===== src/rtl/motor_defs.svh =====
`ifndef MOTOR_DEFS_SVH
`define MOTOR_DEFS_SVH

// --------------------------------------------------------------------------
// axis widths.
// --------------------------------------------------------------------------

`define MOTOR_SPEED_W 16 // step period in clock cycles.
`define MOTOR_STEP_W  16 // steps per move.
`define MOTOR_POS_W   32 // signed absolute position.

// --------------------------------------------------------------------------
// wishbone bus.
// --------------------------------------------------------------------------

`define WB_ADR_W 3 // word address.
`define WB_DAT_W 32

`endif


===== src/rtl/motor_pkg.sv =====
`include "motor_defs.svh"

package motor_pkg;

	// one move as programmed by the bus master.
	typedef struct packed {
		logic                      dir; // 1 is backward, toward home.
		logic [`MOTOR_SPEED_W-1:0] speed;
		logic [`MOTOR_STEP_W-1:0]  steps;
	} move_req_t;

	typedef struct packed {
		logic busy;
		logic done;
		logic limit_hit;
		logic aborted;
	} move_status_t;

	typedef enum logic [1:0] {
		IDLE,
		LAUNCH,
		RUN,
		FINISH
	} move_state_e;

	// register map, word addresses.
	typedef enum logic [`WB_ADR_W-1:0] {
		REG_CTRL     = 3'd0,
		REG_SPEED    = 3'd1,
		REG_STEPS    = 3'd2,
		REG_DIR      = 3'd3,
		REG_STATUS   = 3'd4,
		REG_POSITION = 3'd5
	} reg_addr_e;

endpackage


===== src/rtl/motor_regs.sv =====
`timescale 1ns/1ps
`include "motor_defs.svh"

module motor_regs
	import motor_pkg::*;
(
	input  logic                     clk,
	input  logic                     resetn,

	input  logic                     wb_cyc,
	input  logic                     wb_stb,
	input  logic                     wb_we,
	input  logic [`WB_ADR_W-1:0]     wb_adr,
	input  logic [`WB_DAT_W-1:0]     wb_dat_w,
	output logic [`WB_DAT_W-1:0]     wb_dat_r,
	output logic                     wb_ack,

	output move_req_t                req,
	output logic                     go,
	output logic                     abort,
	input  move_status_t             status,
	input  logic [`MOTOR_POS_W-1:0]  position
);

	logic      wb_req;
	logic      wr_en;
	logic      ctrl_wr;
	reg_addr_e addr;

	assign wb_req  = wb_cyc & wb_stb & ~wb_ack; // a request not yet acked.
	assign wr_en   = wb_req & wb_we;
	assign addr    = reg_addr_e'(wb_adr);
	assign ctrl_wr = wr_en && (addr == REG_CTRL);

	// --------------------------------------------------------------------------
	// bus handshake and command pulses.
	// --------------------------------------------------------------------------

	always_ff @(posedge clk) begin
		if (!resetn) begin
			wb_ack <= 1'b0;
			go     <= 1'b0;
			abort  <= 1'b0;
		end else begin
			wb_ack <= wb_req;
			go     <= ctrl_wr & wb_dat_w[0];
			abort  <= ctrl_wr & wb_dat_w[1];
		end
	end

	// --------------------------------------------------------------------------
	// move request registers.
	// --------------------------------------------------------------------------

	always_ff @(posedge clk) begin
		if (!resetn) begin
			req <= '0;
		end else if (wr_en) begin
			case (addr)
				REG_SPEED: req.speed <= wb_dat_w[`MOTOR_SPEED_W-1:0];
				REG_STEPS: req.steps <= wb_dat_w[`MOTOR_STEP_W-1:0];
				REG_DIR:   req.dir   <= wb_dat_w[0];
				default: ; // ctrl and read only registers.
			endcase
		end
	end

	// read data, valid together with ack.
	always_ff @(posedge clk) begin
		if (wb_req && !wb_we) begin
			case (addr)
				REG_SPEED:    wb_dat_r <= `WB_DAT_W'(req.speed);
				REG_STEPS:    wb_dat_r <= `WB_DAT_W'(req.steps);
				REG_DIR:      wb_dat_r <= `WB_DAT_W'(req.dir);
				REG_STATUS:   wb_dat_r <= `WB_DAT_W'(status);
				REG_POSITION: wb_dat_r <= `WB_DAT_W'(position);
				default:      wb_dat_r <= '0;
			endcase
		end
	end

endmodule


===== src/rtl/motor_top.sv =====
`timescale 1ns/1ps
`include "motor_defs.svh"

module motor_top
	import motor_pkg::*;
(
	input  logic                 clk,
	input  logic                 resetn,

	input  logic                 wb_cyc,
	input  logic                 wb_stb,
	input  logic                 wb_we,
	input  logic [`WB_ADR_W-1:0] wb_adr,
	input  logic [`WB_DAT_W-1:0] wb_dat_w,
	output logic [`WB_DAT_W-1:0] wb_dat_r,
	output logic                 wb_ack,

	output logic                 step_pulse,
	output logic                 step_dir,
	input  logic                 home_limit,
	input  logic                 end_limit
);

	move_req_t                      req_regs;
	move_req_t                      req_move;
	move_status_t                   status;
	logic                           go;
	logic                           abort;
	logic                           start;
	logic                           stop;
	logic                           running;
	logic                           limit_stop;
	logic signed [`MOTOR_POS_W-1:0] position;

	motor_regs u_regs (
		.clk      (clk),
		.resetn   (resetn),
		.wb_cyc   (wb_cyc),
		.wb_stb   (wb_stb),
		.wb_we    (wb_we),
		.wb_adr   (wb_adr),
		.wb_dat_w (wb_dat_w),
		.wb_dat_r (wb_dat_r),
		.wb_ack   (wb_ack),
		.req      (req_regs),
		.go       (go),
		.abort    (abort),
		.status   (status),
		.position (position)
	);

	move_ctl u_move (
		.clk        (clk),
		.resetn     (resetn),
		.req_in     (req_regs),
		.go         (go),
		.abort      (abort),
		.status     (status),
		.start      (start),
		.stop       (stop),
		.req_out    (req_move),
		.running    (running),
		.limit_stop (limit_stop)
	);

	step_gen u_step (
		.clk        (clk),
		.resetn     (resetn),
		.start      (start),
		.stop       (stop),
		.req        (req_move),
		.running    (running),
		.limit_stop (limit_stop),
		.step_pulse (step_pulse),
		.step_dir   (step_dir),
		.home_limit (home_limit),
		.end_limit  (end_limit),
		.position   (position)
	);

endmodule


===== src/rtl/move_ctl.sv =====
`timescale 1ns/1ps
`include "motor_defs.svh"

module move_ctl
	import motor_pkg::*;
(
	input  logic         clk,
	input  logic         resetn,

	input  move_req_t    req_in,
	input  logic         go,
	input  logic         abort,
	output move_status_t status,

	output logic         start,
	output logic         stop,
	output move_req_t    req_out,
	input  logic         running,
	input  logic         limit_stop
);

	move_state_e state;
	logic        run_seen; // running has been high in this move.
	logic        limit_hit;
	logic        aborted;
	logic        launch;

	assign launch = go && ((state == IDLE) || (state == FINISH));

	always_ff @(posedge clk) begin
		if (launch)
			req_out <= req_in;
	end

	always_ff @(posedge clk) begin
		if (!resetn) begin
			state     <= IDLE;
			start     <= 1'b0;
			stop      <= 1'b0;
			run_seen  <= 1'b0;
			limit_hit <= 1'b0;
			aborted   <= 1'b0;
		end else begin
			start <= 1'b0;
			stop  <= 1'b0;
			case (state)
				IDLE, FINISH: begin
					if (launch) begin
						state     <= LAUNCH;
						limit_hit <= 1'b0;
						aborted   <= 1'b0;
					end
				end
				LAUNCH: begin
					if (abort) begin // give up before the generator starts.
						state   <= FINISH;
						aborted <= 1'b1;
					end else begin
						start    <= 1'b1;
						run_seen <= 1'b0;
						state    <= RUN;
					end
				end
				RUN: begin
					if (running)
						run_seen <= 1'b1;
					if (abort && !aborted) begin
						stop    <= 1'b1; // forwarded to step_gen.
						aborted <= 1'b1;
					end
					if (limit_stop)
						limit_hit <= 1'b1;
					if (run_seen && !running)
						state <= FINISH;
				end
				default: state <= IDLE;
			endcase
		end
	end

	always_comb begin
		status.busy      = (state == LAUNCH) || (state == RUN);
		status.done      = (state == FINISH);
		status.limit_hit = limit_hit;
		status.aborted   = aborted;
	end

endmodule


===== src/rtl/step_gen.sv =====
`timescale 1ns/1ps
`include "motor_defs.svh"

module step_gen
	import motor_pkg::*;
(
	input  logic                           clk,
	input  logic                           resetn,

	input  logic                           start,
	input  logic                           stop,
	input  move_req_t                      req,
	output logic                           running,
	output logic                           limit_stop,

	output logic                           step_pulse,
	output logic                           step_dir,
	input  logic                           home_limit,
	input  logic                           end_limit,
	output logic signed [`MOTOR_POS_W-1:0] position
);

	logic [`MOTOR_SPEED_W-1:0] eff_speed;
	logic [`MOTOR_SPEED_W-1:0] period;
	logic [`MOTOR_SPEED_W-1:0] timer;
	logic [`MOTOR_STEP_W-1:0]  remain;
	logic                      limit_act;
	logic                      expire;
	logic                      fire;

	// periods below two cycles are clamped.
	assign eff_speed = (req.speed < `MOTOR_SPEED_W'(2)) ? `MOTOR_SPEED_W'(2) : req.speed;

	assign limit_act = step_dir ? home_limit : end_limit; // limit ahead of travel.
	assign expire    = running && (remain != '0) && (timer == '0);
	assign fire      = expire && !limit_act && !stop;

	// --------------------------------------------------------------------------
	// period timer and remaining steps.
	// --------------------------------------------------------------------------

	always_ff @(posedge clk) begin
		if (start) begin
			period <= eff_speed;
			timer  <= eff_speed - 1'b1;
			remain <= req.steps;
		end else if (running) begin
			if (timer == '0)
				timer <= period - 1'b1;
			else
				timer <= timer - 1'b1;
			if (fire)
				remain <= remain - 1'b1;
		end
	end

	// --------------------------------------------------------------------------
	// run control, pulse output and position.
	// --------------------------------------------------------------------------

	always_ff @(posedge clk) begin
		if (!resetn) begin
			running    <= 1'b0;
			limit_stop <= 1'b0;
			step_pulse <= 1'b0;
			step_dir   <= 1'b0;
			position   <= '0;
		end else begin
			step_pulse <= fire;
			limit_stop <= expire && limit_act && !stop;
			if (stop) begin
				running <= 1'b0; // abort, no further pulses.
			end else if (start) begin
				running  <= 1'b1;
				step_dir <= req.dir;
			end else if (running && ((remain == '0) || (expire && limit_act))) begin
				running <= 1'b0;
			end
			if (fire)
				position <= step_dir ? position - 1'b1 : position + 1'b1;
		end
	end

endmodule


===== config.mk =====
export PLATFORM = sky130hd
export DESIGN_NAME = motor_top
export DESIGN_NICKNAME = d
export VERILOG_FILES = /design/src/rtl/motor_pkg.sv /design/src/rtl/motor_regs.sv /design/src/rtl/motor_top.sv /design/src/rtl/move_ctl.sv /design/src/rtl/step_gen.sv
export VERILOG_INCLUDE_DIRS = /design/src /design/src/rtl
export SDC_FILE = /design/constraint.sdc
export NUM_CORES = 1
export LEC_CHECK = 0
export CORE_UTILIZATION = 60
export DETAILED_ROUTE_END_ITERATION = 10
export DONT_BUFFER_PORTS = 1
export PLACE_DENSITY = 0.76
export SYNTH_ARGS = -nofsm -noshare
export SYNTH_HDL_FRONTEND = slang
export SYNTH_SLANG_ARGS = --single-unit

===== constraint.sdc =====
create_clock -name clk -period 9.27 [get_ports clk]
set_input_delay 0.4635 -clock clk [delete_from_list [all_inputs] [get_ports clk]]
set_output_delay 0.4635 -clock clk [all_outputs]
set_load 0.05 [all_outputs]

# == After elaboration in Yosys (flattened, before gate mapping) ==
# Cells that the tools add are included.
# op_classes
addsub,6
magnitude_cmp,1
n_eq_ne,15
muxes,27
n_bitwise,8
reduce_logical,43
# ops
op,count
$pmux W32 S5,1
$mux W16,7
$sub A16 B1 Y16 const B,4
$add A32 B1 Y32 const B,1
$logic_not A16 Y1,2
$mux W32,1
$sub A32 B1 Y32 const B,1
$lt A16 B2 Y1 const B,1
$reduce_and A2 Y1,8
$reduce_bool A16 Y1,1
$logic_and A1 B1 Y1,12
$mux W1,12
$ne A2 B1 Y1 const B,5
$reduce_bool A2 Y1,5
$reduce_and A3 Y1,3
$eq A3 B2 Y1 const B,2
$eq A3 B3 Y1 const B,2
$pmux W2 S3,1
$and A1 B1 Y1,5
$logic_not A1 Y1,5
$eq A2 B2 Y1 const B,2
$mux W2,2
$ne A2 B2 Y1 const B,2
$pmux W1 S2,2
8 further kinds,13
# totals
reg_bits,192
in_bits,42
out_inout_bits,35
wordCells,124

# == Logic depth before layout (Yosys ltp) ==
# depth
word_depth,8
depth_mapped,13
mapped_depth_nobuf,10

# == By module ==
# From an unflattened synthesis, not the netlist that was laid out.
# hier_totals
cells_unflattened,951
area_unflattened_um2,9719.3
# modules_own_cells
module,n_inst,cells_per_inst,area_each_um2,seq_area_each_um2
step_gen,1,632,5470.2,2162.1
motor_regs,1,242,2870.3,1681.6
move_ctl,1,77,1378.8,1131.1

# == Least setup slack after synthesis ==
# Ideal clock, no wire load.
# synth_path
path_kind,register -> register
from,reg u_step.step_dir
to,reg u_step.position[30]
setup_time_ns,0.122
arrival_time_ns,3.548
required_time_ns,9.148
slack_ns,5.600
stages_incl_launch_ff,11
n_path_buf,0
period_less_slack_ns,3.670
path_cell_list,dfxtp_1 > inv_1 > fa_1 > nand2b_1 > a21oi_1 > o211ai_1 > nand4b_1 > a41oi_1 > nor4_1 > or3_1 > nand3_1
# synth_between
elab_chain_len,4
elab_cells_between_ends,5
cone_classes,2 x mux; 3 x reduce/logical
# synth_rtl
element,line,text
from (decl),step_gen.sv:17,"output logic step_dir,"
from (signal assigned),step_gen.sv:75,step_dir <= req.dir;
$mux W1,step_gen.sv:34,assign limit_act = step_dir ? home_limit : end_limit;
$logic_not A1 Y1,step_gen.sv:36,assign fire = expire && !limit_act && !stop;
$logic_and A1 B1 Y1 (2 in a row),step_gen.sv:36,
to (signal assigned),step_gen.sv:80,position <= step_dir ? position - 1'b1 : position + 1'b1;
to (decl),step_gen.sv:20,output logic signed [`MOTOR_POS_W-1:0] position
# Parallel ways exist; a longest one is shown, timed or not.
# A chain may end at the register's enable or synchronous reset.

# == Final worst setup path ==
# Ends and elaborated chain as after synthesis.

==> results by group <==
Outcome
  • Outcome: complete, no violations

Floorplanning
  • Vert. Die Dim: 129 microns
  • I/O pins: 77
  • Die W: 129 microns
  • Initial Util: 62.5%
  • # rows: 45
  • Die Footprint: 0.0166 sq mm
  • Core ar.: 0.0154 sq mm

Cells and area
  • Area growth syn-to-layout: 7.15%
  • Final Util: 67.0%
  • Antenna Cells: 0
  • Fillcell total: 1248
  • Nets: 1049
  • Share of cells above drive strength 1: 6.20%
  • Finished Layout Cells: 1195

Critical path
  • CP top delay family: simple AND/OR/NAND/NOR gates
  • Critical Path Source Type: flip-flop
  • Worst Path Required: 9590 ps
  • CP max stage delay: 480 ps
  • Worst Setup Path Type: flip-flop to flip-flop
  • Critical path fanouts, max: 26
  • Slowest-stage cell, CP: fa_1
  • WP buf/inv: 2
  • Crit path DAT: 4060 ps
  • Critical path, cell by cell: buf_4 -> inv_1 -> fa_1 -> nand2b_1 -> a21oi_1 -> o211ai_1 -> nand4b_1 -> a41oi_1 -> nor4_1 -> or3_1 -> nand3_1
  • Worst setup EP type: flip-flop

Clocking
  • Max Root-Sink Buffers: 2
  • Inserted Clock Buffers: 17
  • Post-CTS Resized: 0
  • Worst-path clk slew: 80 ps
  • Root buf cell: clkbuf_16
  • H-tree levels: 4
  • CTS sink count: 192
  • CTS tree: done
  • Post-CTS Repair Setup Buffers: 0
  • Insertion delay to the later sink of the worst-skew pair: 440 ps
  • Cts hold-fix bufs: 0

Flow run
  • Max cap viols: 0

Placed design
  • GP Congestion: 0.850
  • Cell count after placement: 1163
  • Port bufs: 0
  • Detail Placement HPWL: 14.7 mm

Logic synthesis
  • Synth area leaders: edfxtp_1, dfxtp_1, nand2_1, a21oi_1, ha_1
  • Top-area cell type share of the netlist area: 35.2%
  • Post-Synthesis Cells: 1006
  • Mapped Nets: 1084
  • Yosys Warn Count: 0
  • FFs w/ async S/R, synth: 0%
  • Mean post-synth cell area: 9.58 sq um
  • Netlist cell types: 65
  • Sequential area share after synthesis: 51.6%
  • FF+latch count, synth: 192
  • Number of synthesized flops with an enable pin: 113
  • Count leader, synth: nand2_1
  • Top_reg_cell synth: edfxtp_1
  • Synth area leader: edfxtp_1
  • Synth top cells by count: nand2_1, edfxtp_1, a21oi_1
  • Post-Syn Area: 0.00964 sq mm

Route
  • Via count: 7329
  • Total routed wirelength: 21.9 mm
  • DRT antenna net count: 0
  • DRT Pass-1 Iters: 5
  • Remaining DRCs: 0
  • Wire length per cell: 18.3 microns
  • Vias per cell: 6.13
  • DRT iter0 DRCs: 705

Timing
  • Finish-stage setup viols: 0
  • Slew Viols, Final: 0
  • Fin crit period: 3740 ps
  • Final Hold Viols: 0
  • Final worst-path cycle share: 40.3%
  • Tightest slew margin relative to the limit: 36.1%
  • Unrepaired setup endpoints after global routing: no
  • Final TNS setup: 0 ps
  • Clk_skew: 13.4 ps
  • Worst-Margin Slew: 956 ps
  • Maximum clock rate: 268 MHz

Pwr
  • Leak: 3.62 nW
  • Total power: 1.97 mW
  • Pwr Density: 191 mW/mm^2
  • Max IR drop VDD: 0.158 mV

GRT
  • Initial antenna violation count: 0
  • Pin count of the biggest net entering global routing: 91
  • GRT Residual Overflow: 0
  • Total GRT Usage: 28.2%
  • Vias in the first global route: 6838
  • First-pass GRT wire length: 35.6 mm

Min path
  • Hold WC Path Type: primary input to flip-flop
==> report_power, final <==
group | switching [mW] | total, mW | internal [mW]
clock network | 0.357 | 0.735 | 0.378
logic | 0.152 | 0.233 | 0.0810
registers | 0.0419 | 1.01 | 0.964
==> layer usage <==
metal	GRT usage [%]	part of all wire (%)	wire length, microns	up-vias
met5	0	0	0	-
met4	9.00	1.8	398	0
met3	5.86	6.9	1500	30
met2	43.6	46	10200	265
met1	40.0	45	9840	3477
li1	-	-	-	3557
==> sequential cells by signal (all words and copies together), names as in the netlist, 2 cells and up <==
| signal | count |
|---|---|
| u_move.state | 2 |
| u_step.remain | 16 |
| u_step.position | 32 |
| u_move.req_out | 33 |
| u_step.timer | 16 |
| u_step.period | 16 |
| u_regs.req | 33 |
| u_regs.wb_dat_r | 32 |
==> layout by cell type (no fill, tap or decap), drive strengths merged, types with 7 or more instances in the layout <==
| cell | synthesis | layout |
|---|---|---|
| buf | 8 | 8 |
| nor3 | 19 | 19 |
| a21oi | 110 | 110 |
| inv | 24 | 33 |
| a211oi | 7 | 7 |
| nand3 | 24 | 24 |
| and3 | 19 | 19 |
| o21a | 9 | 9 |
| o21ai | 66 | 66 |
| xor2 | 16 | 16 |
| a21o | 13 | 13 |
| dfxtp | 79 | 79 |
| nand2 | 167 | 167 |
| and2 | 8 | 8 |
| nor4 | 12 | 12 |
| edfxtp | 113 | 113 |
| nand2b | 16 | 16 |
| ha | 35 | 35 |
| or3 | 11 | 11 |
| xnor2 | 31 | 31 |
| a22oi | 17 | 17 |
| nand4 | 9 | 9 |
| nor2 | 56 | 56 |
| clkbuf | 54 | 19 |
| mux2i | 10 | 10 |
==> through the flow <==
stage          hold WS [ps]  cell area (sq um)  setup WS, ps
2_1_floorplan           424               9640          5600
3_3_place_gp            439               9740          5670
3_5_place_dp            440               9740          5590
4_1_cts                 132              10300          5560
5_1_grt                 130              10300          5240
6_report                145              10300          5530
==> layout make-up <==
| class | count | area (sq um) | share of cell area [%] |
|---|---|---|---|
| Sequential cell | 192 | 4980 | 48.2 |
| Clock buffer | 19 | 454 | 4.40 |
| Clock inverter | 13 | 138 | 1.33 |
| Inverter | 24 | 90.1 | 0.872 |
| Tap cell | 211 | 264 | 2.56 |
| Multi-Input combinational cell | 728 | 4350 | 42.1 |
| Timing Repair Buffer | 8 | 60.1 | 0.581 |
==> worst paths after layout <==
check / to / cells after the start / slack [ps] / startpoint
hold / removal: u_regs.req[30] / 2 / 150 / wb_dat_w[14]
hold reg to reg: u_move.req_out[0] / 0 / 470 / u_regs.req[0]
setup / recovery: u_step.position[30] / 11 / 5530 / u_step.step_dir
setup reg to reg: u_step.position[30] / 11 / 5530 / u_step.step_dir
==> worst reg2reg max path: stages (launching register included) <==
cell,delay [ps]
dfxtp_2,460
buf_4,460
inv_1,230
fa_1,480
nand2b_1,200
a21oi_1,330
o211ai_1,240
nand4b_1,220
a41oi_1,300
nor4_1,480
or3_1,180
nand3_1,50
==> cells by family after synthesis <==
group	after synthesis	synth area share (%)
compound gates	264	16.3
xor+xnor	47	4.27
fa+ha+maj	36	4.75
buf+inv	86	3.50
flops	192	51.6
mux	14	1.51
simple gates	367	18.1
Power figures use the tool's default switching activity.
